## src/include/bram_fifo_defines.svh

```systemverilog
// Size macros for the Wishbone BRAM FIFO: word width, depths and threshold
`ifndef BRAM_FIFO_DEFINES_SVH
`define BRAM_FIFO_DEFINES_SVH

// Width of one data word on both buses
`define FIFO_DATA_W 32

// Entries in the block RAM main store
// Must be a power of two
`define FIFO_DEPTH 512

// Main store almost_full rises when this many slots or fewer are free
`define FIFO_THRESHOLD 4

// Entries in the register FIFO behind the RAM
// Adds to the total capacity seen by the push side
`define OUT_FIFO_DEPTH 4

`endif
```

## src/logic/bram_fifo_pkg.sv

```systemverilog
// Package with the FIFO word, index and count types and the bus port state enum
`include "bram_fifo_defines.svh"

package bram_fifo_pkg;

    // One data word as carried on both Wishbone ports
    typedef logic [`FIFO_DATA_W-1:0] data_t;

    // Index into the main store
    typedef logic [$clog2(`FIFO_DEPTH)-1:0] idx_t;

    // Occupancy of the main store
    // One extra bit so that both 0 and FIFO_DEPTH fit
    typedef logic [$clog2(`FIFO_DEPTH+1)-1:0] count_t;

    // Wishbone slave port FSM, shared by push and pop sides
    typedef enum logic
    {
        wb_idle,
        wb_ack
    } wb_state_t;

endpackage

```

## src/logic/wb_push_port.sv

```systemverilog
// Wishbone classic slave on the push side, one enqueue per acknowledged write
`timescale 1ns/1ns

module wb_push_port
    import bram_fifo_pkg::*;
(
    input  logic clk,
    input  logic reset,

    // Wishbone slave
    input  logic cyc,
    input  logic stb,
    input  logic we,
    input  data_t dat_w,
    output logic ack,

    // FIFO enqueue side
    input  logic not_full,
    output logic enq_en,
    output data_t enq_data
);

    wb_state_t state;
    logic accept;

    // Take a write only when the buffer has room
    // Otherwise the master sees wait states
    assign accept = (state == wb_idle) && cyc && stb && we && not_full;

    // Single ack cycle, then back to idle while the master drops stb
    always_ff @(posedge clk)
    begin
        if (reset)
        begin
            state <= wb_idle;
        end
        else
        begin
            case (state)
                wb_idle:
                begin
                    if (accept)
                    begin
                        state <= wb_ack;
                    end
                end
                default:
                begin
                    state <= wb_idle;
                end
            endcase
        end
    end

    // Word held for the enqueue in the ack cycle
    always_ff @(posedge clk)
    begin
        if (accept)
        begin
            enq_data <= dat_w;
        end
    end

    assign ack = (state == wb_ack);
    // Enqueue happens exactly on the ack pulse
    assign enq_en = ack;

endmodule

```

## config.mk

```make
export PLATFORM = sky130hd
export DESIGN_NAME = wb_push_port
export DESIGN_NICKNAME = d
export VERILOG_FILES = /design/src/logic/bram_fifo_pkg.sv /design/src/logic/wb_push_port.sv
export VERILOG_INCLUDE_DIRS = /design/src /design/src/include
export SDC_FILE = /design/constraint.sdc
export NUM_CORES = 1
export LEC_CHECK = 0
export ABC_AREA = 1
export BUFFER_PORTS_ARGS = -buffer_cell sky130_fd_sc_hd__buf_2
export CELL_PAD_IN_SITES_DETAIL_PLACEMENT = 1
export CELL_PAD_IN_SITES_GLOBAL_PLACEMENT = 1
export CORE_MARGIN = 2
export CORE_UTILIZATION = 32
export CTS_BUF_LIST = sky130_fd_sc_hd__clkbuf_4
export CTS_CLUSTER_DIAMETER = 120
export DETAILED_ROUTE_END_ITERATION = 12
export GPL_TIMING_DRIVEN = 0
export PLACE_DENSITY = 0.89
export REMOVE_ABC_BUFFERS = 1
export SETUP_SLACK_MARGIN = 0.05
export SLEW_MARGIN = 40
export SYNTH_ARGS = -nofsm -noshare
export SYNTH_HDL_FRONTEND = slang
export SYNTH_SLANG_ARGS = --single-unit
export TNS_END_PERCENT = 10
```

## constraint.sdc

```tcl
create_clock -name clk -period 1.7 [get_ports clk]
set_input_delay 0.34 -clock clk [delete_from_list [all_inputs] [get_ports clk]]
set_output_delay 0.34 -clock clk [all_outputs]
set_load 0.005 [all_outputs]
```

# Word-level counts from Yosys, hierarchy flattened
# Cells that the tools add are included.
# classes
mux,1
bitwise,1
n_reduce_logical,5
# op_table
operator,count
$logic_and A1 B1 Y1,4
$reduce_or A2 Y1,1
$mux W1,1
$not A1 Y1,1
# word_totals
register_bits,33
input_bits,38
out_inout_bits,34
wordCells,9

# Longest topological paths before layout
# depth
ltp_word,6
depth_mapped,4
mapped_depth_nobuf,4

# Least setup slack after synthesis
# No wires, ideal clock.
# synth_timing
path_kind,input to register
start,in not_full
end,"reg enq_data[0], enable pin"
setup_time_ps,387
arrival_ps,1166
required_time_ps,1313
path_slack_ps,148
cell_stages,4
path_buffers,0
path_cell_list,nand2_1 -> nor2_1 -> nand2_1 -> inv_1
# synth_via
elab_chain_len,1
# synth_rtl
item,line,source
start: declaration,wb_push_port.sv:18,"input logic not_full,"
$logic_and A1 B1 Y1,wb_push_port.sv:28,assign accept = (state == wb_idle) && cyc && stb && we && not_full;
via accept,wb_push_port.sv:24,logic accept;
end signal: assignment,wb_push_port.sv:60,enq_data <= dat_w;
end: declaration,wb_push_port.sv:20,output data_t enq_data
# The timed path passes the listed nets, and every way through them passes these cells.
# A chain may end at the register's enable or synchronous reset.

# Final worst setup path
# layout_timing
start,"reg state, in the netlist ack"
end,"reg enq_data[25], enable pin"
# layout_via
elab_chain_len,5
# layout_rtl
item,line,source
start: declaration,wb_push_port.sv:23,wb_state_t state;
start signal: assignment,wb_push_port.sv:35,state <= wb_idle;
start signal: assignment,wb_push_port.sv:44,state <= wb_ack;
start signal: assignment,wb_push_port.sv:49,state <= wb_idle;
$not A1 Y1,n/a,
$logic_and A1 B1 Y1 (4 in a row),wb_push_port.sv:28,
via accept,wb_push_port.sv:24,
# The timed path passes the listed nets, and every way through them passes these cells.

==> metrics <==
Num CTS Buffers=5; switching part of the total=0.196; most frequent cells in the layout=71 x buf_2, 32 x edfxtp_1, 7 x clkbuf_4, 3 x nand2_1; first-pass GRT wire length=2990 microns; clock sinks=33; Worst-Skew Late Latency=between 300 and 400 ps; hold_buf cts=0; total gr overflow=0; synthesis-to-layout area growth=45.5%; number of routed nets with antenna violations=0; post-synth top area share=0.945; Slew @ Worst Pin=645 ps; Clk pin slew, worst setup/hold paths=around 100 ps; fin util=0.489; Tightest Hold Check Type=in2reg; Critical Path End Type=register; final WL=roughly 2000 microns; Max Cap Viol=0; most common cell after layout, fill and taps aside=buf_2; Slowest cell on crit path=inv_2; Warnings, synthesis=0; CTS tree=built; n_diodes=0; # IOs=72; Worst path depth=3; critical path startpoint category=register; Synth Cell Area=between 1000 and 1500 sq um; Synth Register Bits=33; GRT Util Overall=0.124; period utilization=0.813; peak supply drop=0.594 mV; initial core utilization=0.336; Arr. time, crit path=1340 ps; Reg power frac=0.641; Clock Root Buffer=clkbuf_4; Synth Area in Compound Gates=0; die height=between 60 and 70 microns; slew margin rel.=0.570; Fmax achieved=724 MHz; number of remaining DRC errors=0; CP cell instances=nor2_1 -> nand2_1 -> inv_2; Hold WS=about 160 ps; Final min period=around 1400 ps; layout cell share with drive strength beyond 1=0.681; PostCTS Resize Cnt=0; final hold violations=0; WP buf/inv=1; Fin Setup TNS=0 ps; crit path kind=reg2reg; switching power=~280 uW; Core Area=roughly 3000 sq um; post-synthesis cell count=roughly 40; drt pass-1 iters=4; source of the critical timing path=ack$_SDFF_PP0_; max-slew violations=0; crit-path max cell delay=490 ps; # rows=20; Die X=60.4 microns; H-tree lvl count=2; vias in the first global route=731; clock buffer depth=2; mux share of post-synthesis cell area=0; main area contributors after synthesis=edfxtp_1 94%, dfxtp_1 2.0%, nand2_1 1.1%; post-layout net count=~160; largest net degree at the start of global routing=33; Hold Startpoint=reset; xor/xnor share of the synthesized area=0; Port Buffers=a little over 70; kind of cell adding the most delay to the critical path=buffers and inverters; critical path fanouts, max=32; Synth Area in Simple Gates=0.0209; status=complete, no violations; main combinational cell family by area after synthesis=simple AND/OR/NAND/NOR gates; Filler cells=316; internal power=around 1200 uW; Routed WL per cell=12.5 microns; leakage=roughly 0.00064 uW; P per Cell Area=973 nW/um^2; postcts setup bufs=0; Reg2Reg Depth=3; die area=~3600 sq um; Setup crit end=enq_data[25]$_DFFE_PP_; reg2reg end=enq_data[25]$_DFFE_PP_; Final Skew=roughly 12 ps; Synth area leader=edfxtp_1; r2r startpoint=ack$_SDFF_PP0_; initial antenna violation count=0; required time of the worst setup path=around 1700 ps; library cells used by synthesis=7; power share of the clock group=0.306; total number of vias=655; RSZ-0062 raised after global routing=false; detailed-route vias per instance=4.02; initial DRC count=14; area share of fa/ha/maj cells after synthesis=0; syn avg cell area=between 20 and 25 sq um; final setup vio count=0; Placer Congestion=0.690; hpwl dp=1580 microns; sequential share of the synthesized area=0.964; FF-to-FF setup slack=~320 ps; Comb pwr share=0.053
==> routing by layer <==
layer / vias to the layer above / global-route usage / routed length, microns
met5: - / 0 / 0
met4: 0 / 0.0857 / 38
met3: 5 / 0.0704 / 289
met1: 291 / 0.0938 / 609
met2: 52 / 0.227 / 1090
li1: 307 / - / -
==> final cells by class <==
class,instances,area (sq um),share of cell area
multi-input cells,5,21.3,0.0144
inverters,2,7.51,0.00507
well taps,44,55.1,0.0372
repair buffers,71,355,0.240
clock inverters,1,7.51,0.00507
clock buffers,7,52.6,0.0355
flip-flops and latches,33,981,0.663
==> state kept, by name, summed over array words and instances (netlist names) <==
signal / flops
ack: 1
enq_data: 32
==> cell usage after synthesis <==
cell	count
nor2_2	1
nor2_1	1
dfxtp_1	1
inv_1	2
nand2_1	3
buf_4	1
edfxtp_1	32
==> cell families after synthesis <==
family	after synthesis
simple gates	5
buf+inv	3
flops	33
==> power groups by stage <==
stage | combinational (uW) | sequential, uW | clock (uW)
after global routing | 85.0 | 926 | 491
final | 76.5 | 923 | 441
after detailed placement | 78.7 | 942 | 0
after CTS | 78.7 | 924 | 461
after floorplan | 7.83 | 946 | 0
after global placement | 74.4 | 941 | 0
==> worst reg2reg max path: stages, from the launching register on <==
cell     delay (ps)
dfxtp_1         330
nor2_1          100
nand2_1          90
inv_2           490
==> how the worst min path moves through the flow <==
stage	slack, ps	depth (start not counted)	end
final	160	2	ack$_SDFF_PP0_
after global routing	140	2	ack$_SDFF_PP0_
after CTS	150	2	ack$_SDFF_PP0_
after detailed placement	510	2	ack$_SDFF_PP0_
after global placement	500	2	ack$_SDFF_PP0_
after floorplan	410	1	ack$_SDFF_PP0_
==> stage by stage <==
stage / total power (uW) / setup slack [ps] / area, sq um / cells
after floorplan: 954 / 147 / 1010 / 40
after CTS: 1460 / 294 / 1480 / 163
final: 1440 / 318 / 1480 / 163
after detailed placement: 1020 / 180 / 1420 / 155
after global routing: 1500 / 227 / 1480 / 163
after global placement: 1020 / -145 / 1420 / 155
Power figures use the tool's default switching activity.
