<file path="src/include/bram_fifo_defines.svh">
// Size macros for the Wishbone BRAM FIFO: word width, depths and threshold
`ifndef BRAM_FIFO_DEFINES_SVH
`define BRAM_FIFO_DEFINES_SVH

// Width of one data word on both buses
`define FIFO_DATA_W 32

// Entries in the block RAM main store
// Must be a power of two
`define FIFO_DEPTH 512

// Main store almost_full rises when this many slots or fewer are free
`define FIFO_THRESHOLD 4

// Entries in the register FIFO behind the RAM
// Adds to the total capacity seen by the push side
`define OUT_FIFO_DEPTH 4

`endif
</file>
<file path="src/logic/bram_fifo_pkg.sv">
// Package with the FIFO word, index and count types and the bus port state enum
`include "bram_fifo_defines.svh"

package bram_fifo_pkg;

    // One data word as carried on both Wishbone ports
    typedef logic [`FIFO_DATA_W-1:0] data_t;

    // Index into the main store
    typedef logic [$clog2(`FIFO_DEPTH)-1:0] idx_t;

    // Occupancy of the main store
    // One extra bit so that both 0 and FIFO_DEPTH fit
    typedef logic [$clog2(`FIFO_DEPTH+1)-1:0] count_t;

    // Wishbone slave port FSM, shared by push and pop sides
    typedef enum logic
    {
        wb_idle,
        wb_ack
    } wb_state_t;

endpackage

</file>
<file path="src/logic/wb_pop_port.sv">
// Wishbone classic slave on the pop side, returns and dequeues the oldest word
`timescale 1ns/1ns

module wb_pop_port
    import bram_fifo_pkg::*;
(
    input  logic clk,
    input  logic reset,

    // Wishbone slave
    input  logic cyc,
    input  logic stb,
    input  logic we,
    output data_t dat_r,
    output logic ack,

    // FIFO dequeue side
    input  logic not_empty,
    input  data_t first,
    output logic deq_en
);

    wb_state_t state;
    logic accept;

    // Reads wait here while the output stage is empty
    assign accept = (state == wb_idle) && cyc && stb && !we && not_empty;

    always_ff @(posedge clk)
    begin
        if (reset)
        begin
            state <= wb_idle;
        end
        else
        begin
            case (state)
                wb_idle:
                begin
                    if (accept)
                    begin
                        state <= wb_ack;
                    end
                end
                default:
                begin
                    // Ack is one cycle wide
                    state <= wb_idle;
                end
            endcase
        end
    end

    // Oldest word captured at accept
    // first cannot move before the dequeue, so dat_r matches what is removed
    always_ff @(posedge clk)
    begin
        if (accept)
        begin
            dat_r <= first;
        end
    end

    assign ack = (state == wb_ack);
    assign deq_en = ack;

endmodule

</file>
<file path="config.mk">
export PLATFORM = sky130hd
export DESIGN_NAME = wb_pop_port
export DESIGN_NICKNAME = d
export VERILOG_FILES = /design/src/logic/bram_fifo_pkg.sv /design/src/logic/wb_pop_port.sv
export VERILOG_INCLUDE_DIRS = /design/src /design/src/include
export SDC_FILE = /design/constraint.sdc
export NUM_CORES = 1
export LEC_CHECK = 0
export BUFFER_PORTS_ARGS = -buffer_cell sky130_fd_sc_hd__clkbuf_2
export CAP_MARGIN = 20
export CORE_MARGIN = 4
export CORE_UTILIZATION = 40
export DETAILED_ROUTE_END_ITERATION = 12
export PLACE_DENSITY_LB_ADDON = 0.2
export REMOVE_ABC_BUFFERS = 1
export SKIP_CTS_REPAIR_TIMING = 1
export SYNTH_ARGS = -nofsm -noshare
export SYNTH_HDL_FRONTEND = slang
export SYNTH_SLANG_ARGS = --single-unit
</file>
<file path="constraint.sdc">
create_clock -name clk -period 4.6 [get_ports clk]
set_input_delay 0.92 -clock clk [delete_from_list [all_inputs] [get_ports clk]]
set_output_delay 0.92 -clock clk [all_outputs]
set_load 0.02 [all_outputs]
</file>
## After elaboration in Yosys (flattened, before gate mapping)

Cells that the tools add are included.

- Flip-flop bits (word level): 33
- Input port bits: 38

- Multiplexer cells: 1
- Bitwise gates (word level): 1
- Reductions and logical operators: 6

Operator list:

| operator | count |
|---|---|
| $logic_and 1x1->1 | 4 |
| $reduce_or 2->1 | 1 |
| $logic_not 1->1 | 1 |
| $mux 1 | 1 |
| $not 1->1 | 1 |

## Longest topological paths before layout

Gate-level depths: netlist of the first run.

- Depth in word-level cells: 6
- Depth in mapped cells: 2
- Mapped depth without buffers: 2

## Least setup slack after synthesis of the first run

OpenSTA, ideal clock, no wires.

- Path type: input to register
- Start: in stb
- End: reg dat_r[0] (enable)
- Arrival time: 2.835 ns
- Required time: 4.159 ns
- Path slack: 1.324 ns
- Cell stages on the path: 2
- Cells stage by stage: nand2_1 nor4b_2

- Word-level cells in the longest chain between the ends: 3

Ends and longest elaborated chain:

| what | RTL line | source |
|---|---|---|
| start, declared | wb_pop_port.sv:12 | `input logic stb,` |
| $logic_and 1x1->1 (3 in a row) | wb_pop_port.sv:27 | `assign accept = (state == wb_idle) && cyc && stb && !we && not_empty;` |
| net accept | wb_pop_port.sv:24 | `logic accept;` |
| end signal, assigned | wb_pop_port.sv:60 | `dat_r <= first;` |
| end, declared | wb_pop_port.sv:14 | `output data_t dat_r,` |

The timed path passes the listed nets, and every way through them passes these cells.
A chain may end at the register's enable or synchronous reset.

## Final worst setup path of the first run

- Start: in stb
- End: reg dat_r[29] (enable)

Same word-level chain as after synthesis.

==> impl_metrics.py, run 1 <==
metrics = {
    "floorplan": {
        "initial_core_util_pct": 41.8,
        "io_pins": 72,
        "fp.dieW_microns": 58.6,
        "core.rowCount": 18,
        "fp.dieArea_sq_mm": 0.00344,
        "die_height_microns": 58.6,
        "core_area_sq_mm": 0.00245,
    },
    "route": {
        "drt_iter0_markers": 7,
        "wirelength_mm": 1.86,
        "drtPass1Iterations": 2,
        "vias_per_cell": 4.25,
        "wl_per_cell_microns": 12.8,
        "final_antenna_net_count": 0,
        "drc": 0,
        "number_of_vias_in_the_routed_layout": 621,
    },
    "min_path": {
        "min_from": "ack$_SDFF_PP0_",
        "holdCritPathClass": "flop to flop",
        "sink_of_the_worst_hold_path": "ack$_SDFF_PP0_",
        "hold-path-cell-count": 1,
    },
    "setup_path": {
        "arrival_time_of_data_at_the_critical_path_endpoint_ns": 2.26,
        "critPathRequiredTime_ns": 4.61,
        "setup.worst_path.end_class": "flop",
        "critPathMaxStageDelay_ns": 0.77,
        "critical_path.reg2reg.startpoint": "ack$_SDFF_PP0_",
        "worst_setup_path_start_kind": "primary input",
        "timing.setup.critical_path_class": "primary input to flop",
        "timing.critical_path.cells": "clkbuf_2 > nand2_1 > nor4b_4 > buf_4",
        "reg2reg_to": "dat_r[29]$_DFFE_PP_",
        "cp_max_fanout": 18,
        "slowest_stage_cell_crit_path": "sky130_fd_sc_hd__nor4b_4",
        "worst_setup_path_startpoint": "stb",
        "r2r_setup_slack_ns": 2.72,
        "r2r_cells": 2,
    },
    "placed_design": {
        "total_placed_cells_including_tap_cells": 139,
        "place_congestion": 0.638,
        "placement.io_buffers": 71,
        "pre_cts_setup_slack_ns": 1.98,
        "place_area_sq_mm": 0.00143,
        "detailed_place_hpwl_mm": 1.48,
    },
    "cells_and_area": {
        "final_layout_size_suffix_gt1_share_pct": 68.1,
        "antennaDiodeCount": 0,
        "layout.cell_area.non_filler_sq_mm": 0.00147,
        "layout.area.seq_sq_um": 981,
        "fin_nets": 154,
        "multi_input_area_sq_um": 46.3,
        "layout.cells.most_common_list": "71 x sky130_fd_sc_hd__clkbuf_2, 32 x sky130_fd_sc_hd__edfxtp_1, 5 x sky130_fd_sc_hd__clkbuf_4",
        "final_common_cell": "sky130_fd_sc_hd__clkbuf_2",
        "stdcell_count": 146,
        "area_growth_syn_to_layout_pct": 43.5,
        "final.fill_count": 206,
    },
    "run_status": {
        "status": "completed",
    },
    "logic_synthesis": {
        "ys_seq_area_share_pct": 95.6,
        "syn-cell-area_sq_mm": 0.00103,
        "synthesis.area_per_instance_sq_um": 27.0,
        "synth.distinct_cells": 7,
        "ys_ff_latch": 33,
        "syn-instance-count": 38,
        "yosys_warns": 0,
    },
    "sta": {
        "final_cycle_share_pct": 48.9,
        "rsz0062_at_grt": "false",
        "worst_case_headroom_to_the_max_slew_limit_pct": 39.4,
        "final_critical_period_ns": 2.25,
        "final_number_of_hold_violating_endpoints": 0,
        "fmax_ghz": 0.445,
        "report.final.setup_viol": 0,
        "finalClockSkew_ns": 0.00695,
        "slew_at_the_pin_with_the_worst_max_slew_slack_ns": 0.905,
        "final_max_slew_viol_count": 0,
        "setup-tns-final_ns": 0,
        "final_setup_margin_ns": 2.35,
    },
    "global_routing": {
        "grt_max_degree": 19,
        "grt_pass1_vias": 621,
        "wire_length_of_the_first_global_routing_pass_mm": 2.70,
        "grt_antenna_before_repair": 0,
        "grt-ovfl-total": 0,
        "grt_util_all_layers_pct": 11.6,
    },
    "clocking": {
        "clock_sinks": 33,
        "tritoncts.num_buffers": 5,
        "later_pin_clock_latency_in_the_skew_report_ns": 0.32,
        "cts.clk_slew.worst_paths_ns": 0.08,
        "ctsRootBufferMaster": "sky130_fd_sc_hd__clkbuf_4",
        "clock_tree.buffer_depth": 2,
        "cts_tree": "built",
        "htree_num_levels": 2,
    },
    "power": {
        "report.power.total_w": 0.000505,
        "psw_w": 0.0000987,
        "cell_internal_pwr_w": 0.000406,
        "clock_power_share_pct": 27.1,
        "leakage_nw": 0.637,
        "worst_ir_drop_vdd_v": 0.000287,
        "seq_power_share_pct": 66.7,
        "power.share.combinational_pct": 6.2,
        "cellPowerDensity_mw_per_mm2": 343,
        "sw_frac_of_total_pct": 19.6,
    },
    "job": {
        "max-cap-violations": 0,
    },
}
## cell usage after synthesis (all sizes together)
cell / number / area, sq um
buf: 1 / 7.51
nand2b: 1 / 6.26
nor4b: 1 / 15.0
nand2: 1 / 3.75
dfxtp: 1 / 20.0
edfxtp: 32 / 961
nor4: 1 / 12.5
## power groups by stage
stage          Clock, W  Sequential [W]  Combinational (W)
3_3_place_gp          0        0.000344          0.0000311
3_5_place_dp          0        0.000344          0.0000318
4_1_cts        0.000145        0.000337          0.0000318
6_report       0.000137        0.000337          0.0000313
5_1_grt        0.000160        0.000337          0.0000342
2_1_floorplan         0        0.000351         0.00000326
## critical path, delay by kind of cell
family	cells	cell delay (ns)
simple gates	2	0.87
buf+inv	2	0.47
## per-layer routing
metal  part of all wire (%)  global-route usage (%)  wire (microns)  vias up
li1                       -                       -               -      307
met1                     33                    12.4             616      270
met2                     52                    18.2             970       40
met3                     13                    7.02             247        4
met4                    1.6                    5.83              29        0
met5                      0                       0               0        -
## flip-flops by register name (all words and copies together), names as in the netlist
signal,cells
dat_r,32
ack,1
## kinds of logic after synthesis
kind of cell,Yosys count,share of synthesized area (%)
DFF,33,95.6
buffers and inverters,1,0.732
and+or+nand+nor,4,3.66
## per-stage QoR
step / hold WS (ns) / util [%]
floorplan: 0.733 / -
global placement: 0.523 / 58.2
detailed placement: 0.524 / 58.2
CTS: 0.545 / 60.0
global route: 0.572 / 60.0
finish: 0.544 / 60.0
## how the worst max path moves through the flow
| stage | endpoint | slack, ns |
|---|---|---|
| finish | dat_r[29]$_DFFE_PP_ | 2.35 |
| global route | dat_r[15]$_DFFE_PP_ | 2.25 |
| CTS | dat_r[15]$_DFFE_PP_ | 2.34 |
| detailed placement | dat_r[1]$_DFFE_PP_ | 1.98 |
| global placement | dat_r[20]$_DFFE_PP_ | 2.03 |
| floorplan | dat_r[0]$_DFFE_PP_ | 1.32 |
## layout make-up
class | instances | area share, %
Clock inverter | 1 | 0.255
Clock buffer | 6 | 2.80
Tap cell | 30 | 2.55
Timing Repair Buffer | 72 | 24.6
Sequential cell | 33 | 66.6
Multi-Input combinational cell | 4 | 3.14
Note: power is estimated with default switching activity, not from simulation.
==> run 2, diff against run 1 <==
--- a/config.mk
+++ b/config.mk
@@ -9,7 +9,7 @@
 export BUFFER_PORTS_ARGS = -buffer_cell sky130_fd_sc_hd__clkbuf_2
 export CAP_MARGIN = 20
 export CORE_MARGIN = 4
-export CORE_UTILIZATION = 40
+export CORE_UTILIZATION = 39
 export DETAILED_ROUTE_END_ITERATION = 12
 export PLACE_DENSITY_LB_ADDON = 0.2
 export REMOVE_ABC_BUFFERS = 1
==> constraint.sdc (replaced) <==
create_clock -name clk -period 2.3 [get_ports clk]
set_input_delay 0.46 -clock clk [delete_from_list [all_inputs] [get_ports clk]]
set_output_delay 0.46 -clock clk [all_outputs]
set_load 0.02 [all_outputs]
==> run 2 against run 1 <==
Against the previous run:
- clock power rose by 110%
- worst setup slack got worse by 1.5 ns
- sequential share of layout area fell by 0.23 points
- clock skew is essentially flat
- first-iteration DRC count fell by 14%
- register-to-register slack worse by 1.8 ns
==> impl_metrics.py, run 2 (synthesis gave the netlist of run 1 again) <==
metrics = {
    "run_status": {
        "status": "completed",
    },
    "route": {
        "drc": 0,
        "wirelength_mm": 1.93,
        "number_of_vias_in_the_routed_layout": 641,
        "vias_per_cell": 4.36,
        "drtPass1Iterations": 3,
        "wl_per_cell_microns": 13.2,
        "drt_iter0_markers": 6,
        "final_antenna_net_count": 0,
    },
    "clocking": {
        "ctsRootBufferMaster": "sky130_fd_sc_hd__clkbuf_4",
        "later_pin_clock_latency_in_the_skew_report_ns": 0.32,
        "clock_sinks": 33,
        "htree_num_levels": 2,
        "cts.clk_slew.worst_paths_ns": 0.09,
        "tritoncts.num_buffers": 5,
        "cts_tree": "built",
        "clock_tree.buffer_depth": 2,
    },
    "power": {
        "cell_internal_pwr_w": 0.000812,
        "clock_power_share_pct": 27.9,
        "worst_ir_drop_vdd_v": 0.000429,
        "power.share.combinational_pct": 6.1,
        "sw_frac_of_total_pct": 20.5,
        "leakage_nw": 0.642,
        "psw_w": 0.000210,
        "seq_power_share_pct": 65.9,
        "cellPowerDensity_mw_per_mm2": 691,
    },
    "sta": {
        "final_max_slew_viol_count": 0,
        "report.final.setup_viol": 0,
        "slew_at_the_pin_with_the_worst_max_slew_slack_ns": 0.389,
        "setup-tns-final_ns": 0,
        "final_cycle_share_pct": 62.4,
        "rsz0062_at_grt": "false",
        "final_number_of_hold_violating_endpoints": 0,
        "fmax_ghz": 0.697,
        "fin_hold_ws_ns": 0.299,
        "final_critical_period_ns": 1.44,
        "worst_case_headroom_to_the_max_slew_limit_pct": 74.1,
        "finalClockSkew_ns": 0.00731,
    },
    "cells_and_area": {
        "final.fill_count": 209,
        "layout.cell_area.non_filler_sq_mm": 0.00148,
        "layout.area.seq_sq_um": 981,
        "fin_nets": 154,
        "layout.cells.most_common_list": "71 x sky130_fd_sc_hd__clkbuf_2, 32 x sky130_fd_sc_hd__edfxtp_1, 5 x sky130_fd_sc_hd__clkbuf_4",
        "multi_input_area_sq_um": 46.3,
        "final_common_cell": "sky130_fd_sc_hd__clkbuf_2",
        "largest_register_ff_count": 32,
        "register_with_the_most_flip_flops": "dat_r",
        "area_growth_syn_to_layout_pct": 44.0,
        "antennaDiodeCount": 0,
        "final_layout_size_suffix_gt1_share_pct": 68.4,
    },
    "floorplan": {
        "fp.dieW_microns": 59.3,
        "initial_core_util_pct": 41.0,
        "die_height_microns": 59.3,
        "core.rowCount": 18,
        "core_area_sq_mm": 0.00250,
        "io_pins": 72,
        "fp.dieArea_sq_mm": 0.00352,
    },
    "setup_path": {
        "timing.setup.critical_path_class": "flop to output pin",
        "cp.buffers_inverters": 1,
        "arrival_time_of_data_at_the_critical_path_endpoint_ns": 0.98,
        "critical-path-top-delay-family": "flip-flops",
        "worst_setup_path_start_kind": "flop",
        "timing.critical_path.cells": "clkbuf_2",
        "setup.worst_path.end_class": "output pin",
        "cp_max_fanout": 4,
        "critPathMaxStageDelay_ns": 0.44,
        "slowest_stage_cell_crit_path": "sky130_fd_sc_hd__dfxtp_1",
        "critPathRequiredTime_ns": 1.84,
    },
    "global_routing": {
        "grt_util_all_layers_pct": 11.5,
        "grt_pass1_vias": 620,
        "grt_max_degree": 33,
        "grt_antenna_before_repair": 0,
        "wire_length_of_the_first_global_routing_pass_mm": 2.77,
        "grt-ovfl-total": 0,
    },
    "job": {
        "max-cap-violations": 0,
    },
    "placed_design": {
        "place_area_sq_mm": 0.00143,
        "place_congestion": 0.601,
        "placement.io_buffers": 71,
    },
    "min_path": {
        "holdCritPathClass": "primary input to flop",
    },
}
run 2: per-layer routing:
layer / up-vias / track usage [%] / routed length [microns]
met4: 0 / 3.88 / 0
met2: 45 / 17.3 / 943
li1: 307 / - / -
met5: - / 0 / 0
met3: 0 / 8.06 / 295
met1: 289 / 12.8 / 694
run 2: stage by stage:
stage	power (W)	setup slack, ns	utilization, %	instances
2_1_floorplan	0.000708	-0.516	-	37
3_3_place_gp	0.000750	0.723	57.1	139
3_5_place_dp	0.000752	0.680	57.1	139
4_1_cts	0.00104	0.846	59.1	147
5_1_grt	0.00108	0.784	59.1	147
6_report	0.00102	0.865	59.1	147
run 2: final timing paths:
kind	from	depth (start not counted)	endpoint	slack, ns
worst max-delay path	ack$_SDFF_PP0_	1	ack	0.86
worst min-delay path	reset	2	ack$_SDFF_PP0_	0.30
worst min register to register	ack$_SDFF_PP0_	1	ack$_SDFF_PP0_	0.55
worst max register to register	ack$_SDFF_PP0_	2	dat_r[16]$_DFFE_PP_	0.92
run 2: area by class of cell:
| cell class | instances | share of cell area [%] |
|---|---|---|
| Timing Repair Buffer | 72 | 24.6 |
| Clock inverter | 3 | 0.847 |
| Multi-Input combinational cell | 4 | 3.13 |
| Tap cell | 30 | 2.54 |
| Sequential cell | 33 | 66.4 |
| Clock buffer | 5 | 2.54 |
run 2: power by group through the flow:
stage                     Sequential [W]  Combinational, W  Clock [W]
after global placement          0.000687         0.0000620          0
after floorplan                 0.000702        0.00000653          0
after CTS                       0.000674         0.0000639   0.000299
final                           0.000674         0.0000624   0.000285
after global routing            0.000675         0.0000684   0.000332
after detailed placement        0.000688         0.0000639          0
