[src/include/bram_fifo_defines.svh]
// Size macros for the Wishbone BRAM FIFO: word width, depths and threshold
`ifndef BRAM_FIFO_DEFINES_SVH
`define BRAM_FIFO_DEFINES_SVH

// Width of one data word on both buses
`define FIFO_DATA_W 32

// Entries in the block RAM main store
// Must be a power of two
`define FIFO_DEPTH 512

// Main store almost_full rises when this many slots or fewer are free
`define FIFO_THRESHOLD 4

// Entries in the register FIFO behind the RAM
// Adds to the total capacity seen by the push side
`define OUT_FIFO_DEPTH 4

`endif
[src/logic/bram_fifo_pkg.sv]
// Package with the FIFO word, index and count types and the bus port state enum
`include "bram_fifo_defines.svh"

package bram_fifo_pkg;

    // One data word as carried on both Wishbone ports
    typedef logic [`FIFO_DATA_W-1:0] data_t;

    // Index into the main store
    typedef logic [$clog2(`FIFO_DEPTH)-1:0] idx_t;

    // Occupancy of the main store
    // One extra bit so that both 0 and FIFO_DEPTH fit
    typedef logic [$clog2(`FIFO_DEPTH+1)-1:0] count_t;

    // Wishbone slave port FSM, shared by push and pop sides
    typedef enum logic
    {
        wb_idle,
        wb_ack
    } wb_state_t;

endpackage

[src/logic/bram_fifo_ctrl.sv]
// Control half of the BRAM FIFO: write and read indices, occupancy and flags
`timescale 1ns/1ns
`include "bram_fifo_defines.svh"

module bram_fifo_ctrl
    import bram_fifo_pkg::*;
(
    input  logic clk,
    input  logic reset,

    // Enqueue side, index of the slot to write
    input  logic enq_en,
    output idx_t enq_idx,
    output logic not_full,
    output logic almost_full,

    // Transfer side toward the data half
    input  logic first_deq,
    output logic first_rdy,
    output idx_t first_idx
);

    idx_t wr_idx;
    idx_t rd_idx;
    count_t count;
    count_t count_next;

    assign enq_idx = wr_idx;
    assign first_idx = rd_idx;

    // Write index moves on each enqueue
    always_ff @(posedge clk)
    begin
        if (reset)
        begin
            wr_idx <= '0;
        end
        else if (enq_en)
        begin
            wr_idx <= (wr_idx == idx_t'(`FIFO_DEPTH - 1)) ? '0 : wr_idx + idx_t'(1);
        end
    end

    // Read index moves each time the oldest entry leaves for the output stage
    always_ff @(posedge clk)
    begin
        if (reset)
        begin
            rd_idx <= '0;
        end
        else if (first_deq)
        begin
            rd_idx <= (rd_idx == idx_t'(`FIFO_DEPTH - 1)) ? '0 : rd_idx + idx_t'(1);
        end
    end

    // Next occupancy
    // Simultaneous enqueue and transfer leave it unchanged
    always_comb
    begin
        count_next = count;
        if (enq_en && !first_deq)
        begin
            count_next = count + count_t'(1);
        end
        else if (first_deq && !enq_en)
        begin
            count_next = count - count_t'(1);
        end
    end

    // Flags registered from the next count, one cycle behind the event
    always_ff @(posedge clk)
    begin
        if (reset)
        begin
            count <= '0;
            not_full <= 1'b1;
            almost_full <= 1'b0;
            first_rdy <= 1'b0;
        end
        else
        begin
            count <= count_next;
            not_full <= (count_next != count_t'(`FIFO_DEPTH));
            almost_full <= (count_next >= count_t'(`FIFO_DEPTH - `FIFO_THRESHOLD));
            first_rdy <= (count_next != '0);
        end
    end

endmodule

[config.mk]
export PLATFORM = sky130hd
export DESIGN_NAME = bram_fifo_ctrl
export DESIGN_NICKNAME = d
export VERILOG_FILES = /design/src/logic/bram_fifo_pkg.sv /design/src/logic/bram_fifo_ctrl.sv
export VERILOG_INCLUDE_DIRS = /design/src /design/src/include
export SDC_FILE = /design/constraint.sdc
export NUM_CORES = 1
export LEC_CHECK = 0
export ABC_AREA = 1
export BUFFER_PORTS_ARGS = -buffer_cell sky130_fd_sc_hd__buf_2
export CAP_MARGIN = 20
export CELL_PAD_IN_SITES_DETAIL_PLACEMENT = 1
export CELL_PAD_IN_SITES_GLOBAL_PLACEMENT = 1
export CORE_MARGIN = 1.5
export CORE_UTILIZATION = 43
export CTS_BUF_LIST = sky130_fd_sc_hd__clkbuf_4 sky130_fd_sc_hd__clkbuf_8 sky130_fd_sc_hd__clkbuf_16
export DETAILED_ROUTE_END_ITERATION = 10
export PLACE_DENSITY_LB_ADDON = 0.1
export SLEW_MARGIN = 20
export SYNTH_ARGS = -nofsm -noshare
export SYNTH_HDL_FRONTEND = slang
export SYNTH_SLANG_ARGS = --single-unit
export TNS_END_PERCENT = 50
[constraint.sdc]
create_clock -name clk -period 4.1 [get_ports clk]
set_clock_uncertainty 0.2 [all_clocks]
set_input_delay 0.205 -clock clk [delete_from_list [all_inputs] [get_ports clk]]
set_output_delay 0.205 -clock clk [all_outputs]
set_load 0.03 [all_outputs]
# Word-level counts from Yosys, hierarchy flattened
# Index checks and enable logic that the tools add are counted.
# totals
elab_cells	23
ram_bits	0
romBits	0
latchBits	0
memories	0
regBits	31
# classes
n_reduce_logical	5
shifts	0
bitwise	0
muxes	4
mul	0
eq_ne	3
div_mod_pow	0
magnitude_cmp	1
add_sub_neg	4
# op_table
operator	count
10-bit two-way mux	2
9-bit by 1-bit adder with 9-bit output (second input constant)	2
9-bit equality test (second input constant)	2
9-bit two-way mux	2
10-bit by 1-bit adder with 10-bit output (second input constant)	1
10-bit by 9-bit >= comparator with 1-bit output (second input constant)	1
10-bit inequality test (second input constant)	1
10-bit nonzero test	1
10-bit by 1-bit subtractor with 10-bit output (second input constant)	1
1-bit logical AND	2
1-bit zero test	2

# Logic depth before layout (Yosys ltp)
# Gate-level depths: netlist of the first run.
# depth
depth_word	5
depth_mapped	13
mapped_depth_nobuf	13

# Worst setup path before layout of the first run
# OpenSTA, ideal clock, no wires.
# synth_timing
kind	reg-to-reg
start	register wr_idx[1] (netlist: enq_idx[1])
end	register wr_idx[3] (netlist: enq_idx[3])
setup_time_ns	0.138
arrival_ns	1.568
stages_incl_launch_ff	10
synth_period_minus_slack_ns	1.906
slack_ns	2.194
required_time_ns	3.762
path_cell_list	dfxtp_1 -> ha_1 -> nand2_1 -> nor3_1 -> nand2_1 -> nor2_1 -> ha_1 -> a21oi_1 -> o21ai_0 -> a21oi_1
# synth_via
elab_chain_cells	2
# synth_lines
element	line	rtl
start: declaration	bram_fifo_ctrl.sv:23	idx_t wr_idx;
start signal: assignment	bram_fifo_ctrl.sv:40	wr_idx <= (wr_idx == idx_t'(`FIFO_DEPTH - 1)) ? '0 : wr_idx + idx_t'(1);
9-bit by 1-bit adder with 9-bit output or 9-bit equality test (tied branches)	bram_fifo_ctrl.sv:40	
9-bit two-way mux (*)	bram_fifo_ctrl.sv:40	
# Every way passes the cells marked *; elsewhere a longest branch is shown, timed or not.
# A chain may end at the register's enable or synchronous reset.

# Final worst setup path of the first run
# layout_timing
start	register wr_idx[0] (netlist: enq_idx[0])
end	register wr_idx[5] (netlist: enq_idx[5])
# Same word-level chain as after synthesis.

==> results of run 1 <==
-- through the flow --
step | worst slack [ps] | instances
2_1_floorplan | 2190 | 263
3_3_place_gp | 2210 | 331
3_5_place_dp | 2170 | 331
4_1_cts | 2160 | 339
5_1_grt | 1970 | 339
6_report | 2150 | 339
-- placed cells by master (no fill, tap or decap), drive strengths merged, types with 3 or more instances in the layout --
| master | netlist | final |
|---|---|---|
| clkbuf | 2 | 7 |
| inv | 35 | 35 |
| o21ai | 12 | 12 |
| dfxtp | 31 | 31 |
| ha | 6 | 6 |
| a21oi | 22 | 22 |
| nor3 | 10 | 10 |
| nand3 | 27 | 27 |
| nor2 | 37 | 37 |
| nand4 | 3 | 3 |
| nand2 | 71 | 71 |
| buf | 2 | 24 |
-- registers in the layout (all words and copies together) (netlist names) --
name / cells
almost_full: 1
count: 10
not_full: 1
first_rdy: 1
first_idx: 9
enq_idx: 9
-- worst min path at each step --
stage,end,slack [ps],cells past startpoint
after floorplan,enq_idx[1],210,3
after global placement,enq_idx[6],280,2
after detailed placement,enq_idx[6],290,2
after CTS,count[7],90,2
after global routing,count[5],100,2
final,count[6],90,2
-- metal layers --
layer	track usage, %	vias to the layer above
li1	-	905
met1	31.4	790
met2	38.8	22
met3	6.08	5
met4	8.42	0
met5	0	-
-- critical path: stages, from the launching register on --
cell and delay [ps]:
dfxtp_1 340, ha_1 210, nand2_1 120, nor3_1 90, nand2_1 60, nor2_1 40
ha_1 190, a21oi_1 320, inv_1 140, nor3_1 190
-- area by class of cell --
type | instances | area, µm² | area share, %
multi-input cells | 193 | 947 | 48.1
flip-flops and latches | 31 | 621 | 31.5
inverters | 35 | 134 | 6.79
clock buffers | 7 | 83.8 | 4.25
well taps | 48 | 60.1 | 3.05
clock inverters | 1 | 5.00 | 0.254
repair buffers | 24 | 120 | 6.10
-- cell families after synthesis --
family | count (synthesis) | share of synthesized area (%)
buf+inv | 39 | 9.47
flops | 31 | 35.8
simple gates | 150 | 39.4
compound gates | 37 | 11.0
fa+ha+maj | 6 | 4.34
-- power groups by stage --
stage	clock network [mW]	registers (mW)	logic, mW
5_1_grt	0.266	0.343	0.189
6_report	0.244	0.340	0.163
3_5_place_dp	0	0.347	0.163
4_1_cts	0.249	0.340	0.164
3_3_place_gp	0	0.346	0.158
2_1_floorplan	0	0.355	0.113
==> flow_metrics.py, run 1 <==
metrics = {
    "drt": {
        "drt_pass1_iterations": 4,
        "antenna_left": 0,
        "avgViaCountPerCell": 5.08,
        "met2_length_mm": 2.15,
        "wl_mm": 4.63,
        "drc": 0,
        "route.met3.wl_um": 125,
        "dr.max_layer_used": "met4",
        "via_count": 1722,
        "drt_iter0_markers": 63,
        "wl_per_cell_um": 13.7,
        "met1_length_mm": 2.31,
    },
    "setup_path": {
        "rrSetupSlack_ps": 2150,
        "start_kind": "flop",
        "ff2ff_path_depth": 9,
        "reg2reg_from": "enq_idx[0]",
        "end_kind": "flop",
        "critical_path_class": "flop to flop",
        "required_ps": 4110,
        "critPathMaxFanout": 4,
        "worstPathArrival_ps": 1950,
        "rr_endpoint": "enq_idx[5]",
        "cp-endpoint": "enq_idx[5]",
        "crit_start": "enq_idx[0]",
    },
    "sta": {
        "rsz0062_at_grt": "no",
        "setup_violations": 0,
        "final_max_slew_viol_count": 0,
        "finalCritPeriodShare_pct": 47.4,
        "max_freq_ghz": 0.514,
        "period_needed_ps": 1950,
        "tns_ps": 0,
        "slew_headroom_pct": 77.4,
        "worst_pin_slew_ps": 338,
        "hold_slack_ps": 90.7,
        "finalHoldViolCount": 0,
    },
    "cts": {
        "post_cts_buffers": 0,
        "cts_resized": 0,
        "h-tree-depth": 2,
        "cts_sinks": 31,
        "clock_path_buffers": 2,
        "clk_pin_slew_ps": 60,
        "holdBufCountCts": 0,
        "cts_buffers": 5,
        "cts_tree": "yes",
        "clock_latency_ps": 280,
        "cts_root_buf": "clkbuf_8",
    },
    "hold_path": {
        "min_from": "reset",
        "min_path_type": "primary input to flop",
    },
    "synthesis": {
        "syn_inst": 263,
        "synth_edf_count": 0,
        "ys_types": 23,
        "syn_area_per_cell_um2": 6.58,
        "syn-cell-area_um2": 1730,
        "synth_largest_area_cell": "dfxtp_1",
        "synth_top_area_share_pct": 35.8,
        "synth_nets": 273,
        "ys.flop_type": "dfxtp_1",
        "yosysMostFrequentCell": "nand2_1",
        "ys_top_cells_by_count": "nand2_1, inv_1, dfxtp_1, nor2_1, nand3_1",
        "synthTopCellsByArea": "dfxtp_1, nand2_1, nand3_1, inv_1, nor2_1",
        "synth_seq_cells": 31,
        "yosys_warnings": 0,
        "seq_area_frac_synth_pct": 35.8,
        "async_flop_share_pct": 0,
    },
    "power_and_ir_drop": {
        "p_sw_mw": 0.244,
        "p_int_mw": 0.503,
        "p_sw_share_pct": 32.7,
        "worst_ir_drop_vdd_v": 0.000174,
        "p_clk_share_pct": 32.6,
        "power_mw": 0.747,
        "pwr-share-seq_pct": 45.5,
        "powerDensity_nw_per_um2": 379,
        "combPwrFrac_pct": 21.9,
        "leakagePower_nw": 0.989,
    },
    "place": {
        "hpwlAfterDp_mm": 3.72,
        "post_dp_cell_area_um2": 1880,
        "numPortBuffers": 24,
        "place_congestion": 0.794,
    },
    "run_status": {
        "status": "finished clean",
    },
    "global_routing": {
        "antenna_found_initial": 0,
        "grtUsageTotal_pct": 24.2,
        "grt_pass1_vias": 1719,
        "grt-ovfl-total": 0,
        "grt_pass1_wl_mm": 8.01,
        "grt_max_degree": 17,
    },
    "finish": {
        "final_area_um2": 1970,
        "drive_gt1_share_pct": 16.2,
        "post-route-util_pct": 52.3,
        "nets": 300,
        "diodes": 0,
        "syn_to_final_growth_pct": 13.8,
        "fill_cells": 535,
    },
    "flow_run": {
        "max-cap-violations": 0,
    },
    "die": {
        "die_y_um": 66.5,
        "rows": 22,
        "core_um2": 3770,
        "die_area_um2": 4420,
        "initial_core_util_pct": 45.9,
        "die_w_um": 66.5,
        "ios": 25,
    },
}
Power figures use the tool's default switching activity.
==> inputs of run 2 (changes only) <==
--- a/config.mk
+++ b/config.mk
@@ -12,7 +12,7 @@
 export CELL_PAD_IN_SITES_DETAIL_PLACEMENT = 1
 export CELL_PAD_IN_SITES_GLOBAL_PLACEMENT = 1
 export CORE_MARGIN = 1.5
-export CORE_UTILIZATION = 43
+export CORE_UTILIZATION = 40
 export CTS_BUF_LIST = sky130_fd_sc_hd__clkbuf_4 sky130_fd_sc_hd__clkbuf_8 sky130_fd_sc_hd__clkbuf_16
 export DETAILED_ROUTE_END_ITERATION = 10
 export PLACE_DENSITY_LB_ADDON = 0.1
==> constraint.sdc (replaced) <==
create_clock -name clk -period 2.02 [get_ports clk]
set_clock_uncertainty 0.2 [all_clocks]
set_input_delay 0.101 -clock clk [delete_from_list [all_inputs] [get_ports clk]]
set_output_delay 0.101 -clock clk [all_outputs]
set_load 0.03 [all_outputs]
==> flow_metrics.py, run 2 (synthesis results as in run 1) <==
metrics = {
    "run_status": {
        "status": "finished clean",
    },
    "sta": {
        "tns_ps": 0,
        "rsz0062_at_grt": "no",
        "max_freq_ghz": 0.545,
        "period_needed_ps": 1840,
        "finalCritPeriodShare_pct": 90.9,
        "finalHoldViolCount": 0,
        "setup_violations": 0,
        "final_max_slew_viol_count": 0,
        "worst_pin_slew_ps": 334,
        "slew_headroom_pct": 77.8,
    },
    "setup_path": {
        "critical_path_class": "flop to flop",
        "worstPathArrival_ps": 1790,
        "crit_start": "enq_idx[0]",
        "critPathMaxFanout": 4,
        "cp_cell_sequence": "ha_1 > nand2_1 > nor3_2 > nand2_1 > nor2_1 > ha_1 > inv_1 > a21oi_1 > nor3_1",
        "start_kind": "flop",
        "required_ps": 1970,
        "rr_endpoint": "enq_idx[0]",
        "rrSetupSlack_ps": 180,
        "max_stage_delay_ps": 380,
        "end_kind": "flop",
        "reg2reg_from": "enq_idx[0]",
        "crit_slowest_cell": "dfxtp_1",
        "ff2ff_path_depth": 9,
        "cp-endpoint": "enq_idx[0]",
    },
    "finish": {
        "largest_register": "count",
        "nets": 302,
        "layout_commonest_cell": "nand2_1",
        "final_cell_mix": "nand2_1, inv_1, nor2_1, dfxtp_1",
        "diodes": 0,
        "fill_cells": 582,
        "instances_no_fill": 343,
        "syn_to_final_growth_pct": 16.0,
        "seqCellArea_um2": 622,
        "largest_register_ffs": 10,
        "final_area_um2": 2010,
        "multi_input_area_um2": 963,
        "drive_gt1_share_pct": 18.4,
    },
    "die": {
        "die_y_um": 68.8,
        "die_area_um2": 4730,
        "core_um2": 4090,
        "initial_core_util_pct": 42.4,
        "rows": 23,
        "ios": 25,
        "die_w_um": 68.8,
    },
    "global_routing": {
        "grt_pass1_vias": 1647,
        "grt-ovfl-total": 0,
        "antenna_found_initial": 0,
        "grtUsageTotal_pct": 20.9,
        "grt_max_degree": 17,
        "grt_pass1_wl_mm": 7.39,
    },
    "place": {
        "place_congestion": 0.824,
        "hpwlAfterDp_mm": 3.54,
        "post_dp_cell_area_um2": 1890,
        "dp_cells": 334,
        "numPortBuffers": 24,
    },
    "cts": {
        "clk_pin_slew_ps": 70,
        "cts_sinks": 31,
        "post_cts_buffers": 0,
        "clock_latency_ps": 280,
        "cts_root_buf": "clkbuf_8",
        "h-tree-depth": 2,
        "cts_tree": "yes",
        "cts_buffers": 5,
        "clock_path_buffers": 2,
    },
    "power_and_ir_drop": {
        "p_int_mw": 1.03,
        "p_clk_share_pct": 32.5,
        "p_sw_share_pct": 32.6,
        "powerDensity_nw_per_um2": 760,
        "p_sw_mw": 0.497,
        "power_mw": 1.53,
        "combPwrFrac_pct": 22.2,
        "leakagePower_nw": 0.995,
        "pwr-share-seq_pct": 45.3,
        "worst_ir_drop_vdd_v": 0.000482,
    },
    "flow_run": {
        "max-cap-violations": 0,
    },
    "drt": {
        "via_count": 1753,
        "wl_per_cell_um": 13.3,
        "avgViaCountPerCell": 5.11,
        "drt_iter0_markers": 55,
        "wl_mm": 4.57,
        "antenna_left": 0,
        "drc": 0,
        "drt_pass1_iterations": 4,
    },
    "hold_path": {
        "min_path_type": "primary input to flop",
        "min_path_cells": 3,
    },
}
## run 2: worst max-delay path: cells and delay by family (launching register included)
family	cells	cell delay [ps]
AND/OR/NAND/NOR	5	530
adder cells (fa/ha/maj)	2	390
flip-flops	1	380
AO/OA/AOI/OAI	1	130
buffers and inverters	1	80
## run 2: how the worst min path moves through the flow
stage	from	endpoint
6_report	first_deq	first_idx[1]
4_1_cts	first_deq	first_idx[1]
3_5_place_dp	reset	count[5]
5_1_grt	first_deq	first_idx[1]
3_3_place_gp	reset	count[5]
2_1_floorplan	enq_en	enq_idx[1]
## run 2: per-layer routing
metal  routed length [µm]  track usage [%]  vias to the layer above  part of all wire, %
met2                 2120             32.9                       20                   46
met1                 2290             28.2                      820                   50
li1                     -                -                      908                    -
met4                   36             6.62                        0                 0.79
met3                  128             4.87                        5                  2.8
met5                    0                0                        -                    0
## run 2: cell type report
cell class                 instances  share of cell area, %
tap                               50                   3.12
inverter                          35                   6.67
sequential                        31                   31.0
multi-input combinational        193                   48.0
clock inverter                     1                  0.249
timing repair buffer              26                   6.85
clock buffer                       7                   4.17
## run 2: timing repair
| action | in CTS | in global routing |
|---|---|---|
| gates resized for setup | 0 | 7 |
| endpoints found under the hold margin | 3 | 0 |
| endpoints found under the setup margin | 0 | 9 |
| hold buffers | 1 | 0 |
## run 2: metrics by stage
stage | hold slack (ps) | utilization, % | worst slack, ps
after global placement | 280 | 46.3 | 138
after floorplan | 104 | - | 114
after CTS | 10.4 | 48.7 | 91.7
final | 16.8 | 49.1 | 184
after detailed placement | 284 | 46.3 | 127
after global routing | 51.8 | 49.1 | 6.07
## run 2: power by group through the flow
stage	logic (mW)	clock network (mW)	registers (mW)
floorplan	0.230	0	0.720
global placement	0.323	0	0.702
detailed placement	0.332	0	0.703
CTS	0.336	0.511	0.689
global route	0.388	0.528	0.697
finish	0.339	0.495	0.690
==> inputs of run 3 (changes only) <==
--- a/config.mk
+++ b/config.mk
@@ -7,14 +7,14 @@
 export NUM_CORES = 1
 export LEC_CHECK = 0
 export ABC_AREA = 1
-export BUFFER_PORTS_ARGS = -buffer_cell sky130_fd_sc_hd__buf_2
 export CAP_MARGIN = 20
 export CELL_PAD_IN_SITES_DETAIL_PLACEMENT = 1
 export CELL_PAD_IN_SITES_GLOBAL_PLACEMENT = 1
 export CORE_MARGIN = 1.5
-export CORE_UTILIZATION = 40
+export CORE_UTILIZATION = 44
 export CTS_BUF_LIST = sky130_fd_sc_hd__clkbuf_4 sky130_fd_sc_hd__clkbuf_8 sky130_fd_sc_hd__clkbuf_16
 export DETAILED_ROUTE_END_ITERATION = 10
+export DONT_BUFFER_PORTS = 1
 export PLACE_DENSITY_LB_ADDON = 0.1
 export SLEW_MARGIN = 20
 export SYNTH_ARGS = -nofsm -noshare
==> flow_metrics.py, run 3 (synthesis results as in run 1) <==
metrics = {
    "sta": {
        "worst_pin_slew_ps": 684,
        "hold_slack_ps": -216,
        "final_max_slew_viol_count": 0,
        "finalCritPeriodShare_pct": 95.7,
        "period_needed_ps": 1930,
        "setup_violations": 0,
        "rsz0062_at_grt": "yes",
        "tns_ps": 0,
        "slew_headroom_pct": 54.3,
        "max_freq_ghz": 0.517,
        "finalHoldViolCount": 18,
    },
    "cts": {
        "cts_buffers": 5,
        "post_cts_buffers": 0,
        "cts_root_buf": "clkbuf_8",
        "cts_tree": "yes",
        "clock_path_buffers": 2,
        "cts_sinks": 31,
        "clock_latency_ps": 280,
        "clk_pin_slew_ps": 70,
        "h-tree-depth": 2,
        "holdBufCountCts": 12,
    },
    "setup_path": {
        "reg2reg_from": "enq_idx[1]",
        "rr_endpoint": "enq_idx[6]",
        "required_ps": 2000,
        "crit_slowest_cell": "dlygate4sd3_1",
        "rrSetupSlack_ps": 90,
        "crit_top_cell": "nand2_1",
        "end_kind": "flop",
        "cp_cell_sequence": "ha_1 > nand2_1 > nor3_2 > nand2_1 > dlygate4sd3_1 > o21ai_1 > a21oi_1",
        "ff2ff_path_depth": 7,
        "critPathMaxFanout": 3,
        "max_stage_delay_ps": 570,
        "critPathBufInv": 1,
        "critical_path_class": "flop to flop",
        "path_delay_family": "buffers and inverters",
        "start_kind": "flop",
        "worstPathArrival_ps": 1910,
    },
    "place": {
        "numPortBuffers": 0,
        "place_congestion": 0.848,
        "hpwlAfterDp_mm": 3.66,
    },
    "hold_path": {
        "min_path_type": "primary input to flop",
        "hold_end": "enq_idx[8]",
        "min_path_cells": 2,
        "min_from": "enq_en",
    },
    "power_and_ir_drop": {
        "powerDensity_nw_per_um2": 738,
        "worst_ir_drop_vdd_v": 0.000656,
        "leakagePower_nw": 0.973,
        "power_mw": 1.54,
    },
    "finish": {
        "largest_register": "count",
        "diodes": 0,
        "layout_commonest_cell": "nand2_1",
        "nets": 300,
        "syn_to_final_growth_pct": 20.3,
        "final_cell_mix": "nand2_1, inv_1, nor2_1, dfxtp_1, nand3_1",
        "largest_register_ffs": 10,
        "drive_gt1_share_pct": 15.5,
    },
    "drt": {
        "via_count": 1763,
        "wl_per_cell_um": 15.4,
        "avgViaCountPerCell": 5.20,
        "antenna_left": 0,
        "wl_mm": 5.21,
        "drc": 0,
        "drt_pass1_iterations": 4,
        "drt_iter0_markers": 51,
    },
    "run_status": {
        "violations": "hold timing",
        "status": "finished, violations left",
    },
    "die": {
        "rows": 22,
        "core_um2": 3720,
        "die_y_um": 65.7,
        "die_w_um": 65.7,
        "ios": 25,
        "initial_core_util_pct": 46.6,
        "die_area_um2": 4320,
    },
    "global_routing": {
        "grt_max_degree": 17,
        "grt_pass1_wl_mm": 8.56,
        "grtUsageTotal_pct": 25.8,
        "grt-ovfl-total": 0,
        "antenna_found_initial": 0,
        "grt_pass1_vias": 1846,
    },
    "flow_run": {
        "max-cap-violations": 0,
    },
}
-- run 3: worst max-delay path by stage --
| stage | startpoint | endpoint | slack [ps] | cells after the start |
|---|---|---|---|---|
| 6_report | enq_idx[1] | enq_idx[6] | 90 | 7 |
| 5_1_grt | enq_idx[0] | enq_idx[6] | -20 | 7 |
| 4_1_cts | enq_idx[0] | enq_idx[6] | 20 | 7 |
| 3_5_place_dp | count[0] | first_rdy | 130 | 8 |
| 3_3_place_gp | count[0] | first_rdy | 180 | 8 |
| 2_1_floorplan | enq_idx[1] | enq_idx[3] | 110 | 9 |
-- run 3: power by group --
group / leakage, nW / internal, mW / switching [mW] / total, mW
sequential: 0.254 / 0.650 / 0.0560 / 0.706
clock: 0.0491 / 0.268 / 0.225 / 0.493
combinational: 0.670 / 0.121 / 0.216 / 0.338
-- run 3: repair_timing --
item | 4_1_cts | 5_1_grt
resized for setup | 0 | 12
hold endpoints to repair | 30 | 16
endpoints found under the setup margin | 0 | 11
-- run 3: layer usage --
| metal | wire length [µm] | part of all wire, % | global-route usage, % |
|---|---|---|---|
| met1 | 2420 | 46 | 32.2 |
| met4 | 27 | 0.52 | 5.99 |
| met3 | 191 | 3.7 | 6.85 |
| met5 | 0 | 0 | 0 |
| met2 | 2570 | 49 | 44.2 |
-- run 3: cell type report --
type / count / area [µm²]
Fill cell: 507 / 1630
Multi-Input combinational cell: 193 / 966
Sequential cell: 31 / 624
Timing Repair Buffer: 24 / 210
Inverter: 35 / 134
Clock buffer: 7 / 83.8
Tap cell: 48 / 60.1
Clock inverter: 1 / 5.00
-- run 3: through the flow --
| step | util [%] | instance area [µm²] | cells | hold WS (ps) | setup slack, ps |
|---|---|---|---|---|---|
| after CTS | 55.5 | 2060 | 339 | -222 | 17.1 |
| after detailed placement | 49.8 | 1850 | 319 | -26.1 | 126 |
| after floorplan | - | 1730 | 263 | 104 | 114 |
| after global routing | 56.1 | 2080 | 339 | -227 | -23.2 |
| after global placement | 49.8 | 1850 | 319 | -28.5 | 178 |
| final | 56.1 | 2080 | 339 | -216 | 87.1 |
-- run 3: worst reg2reg max path: cells and delay by family, from the launching register on --
kind / cells / cell delay [ps]
AOI/OAI and AO/OA: 2 / 170
and+or+nand+nor: 3 / 350
adders and majority gates: 1 / 170
DFF: 1 / 350
buffers and inverters: 1 / 570
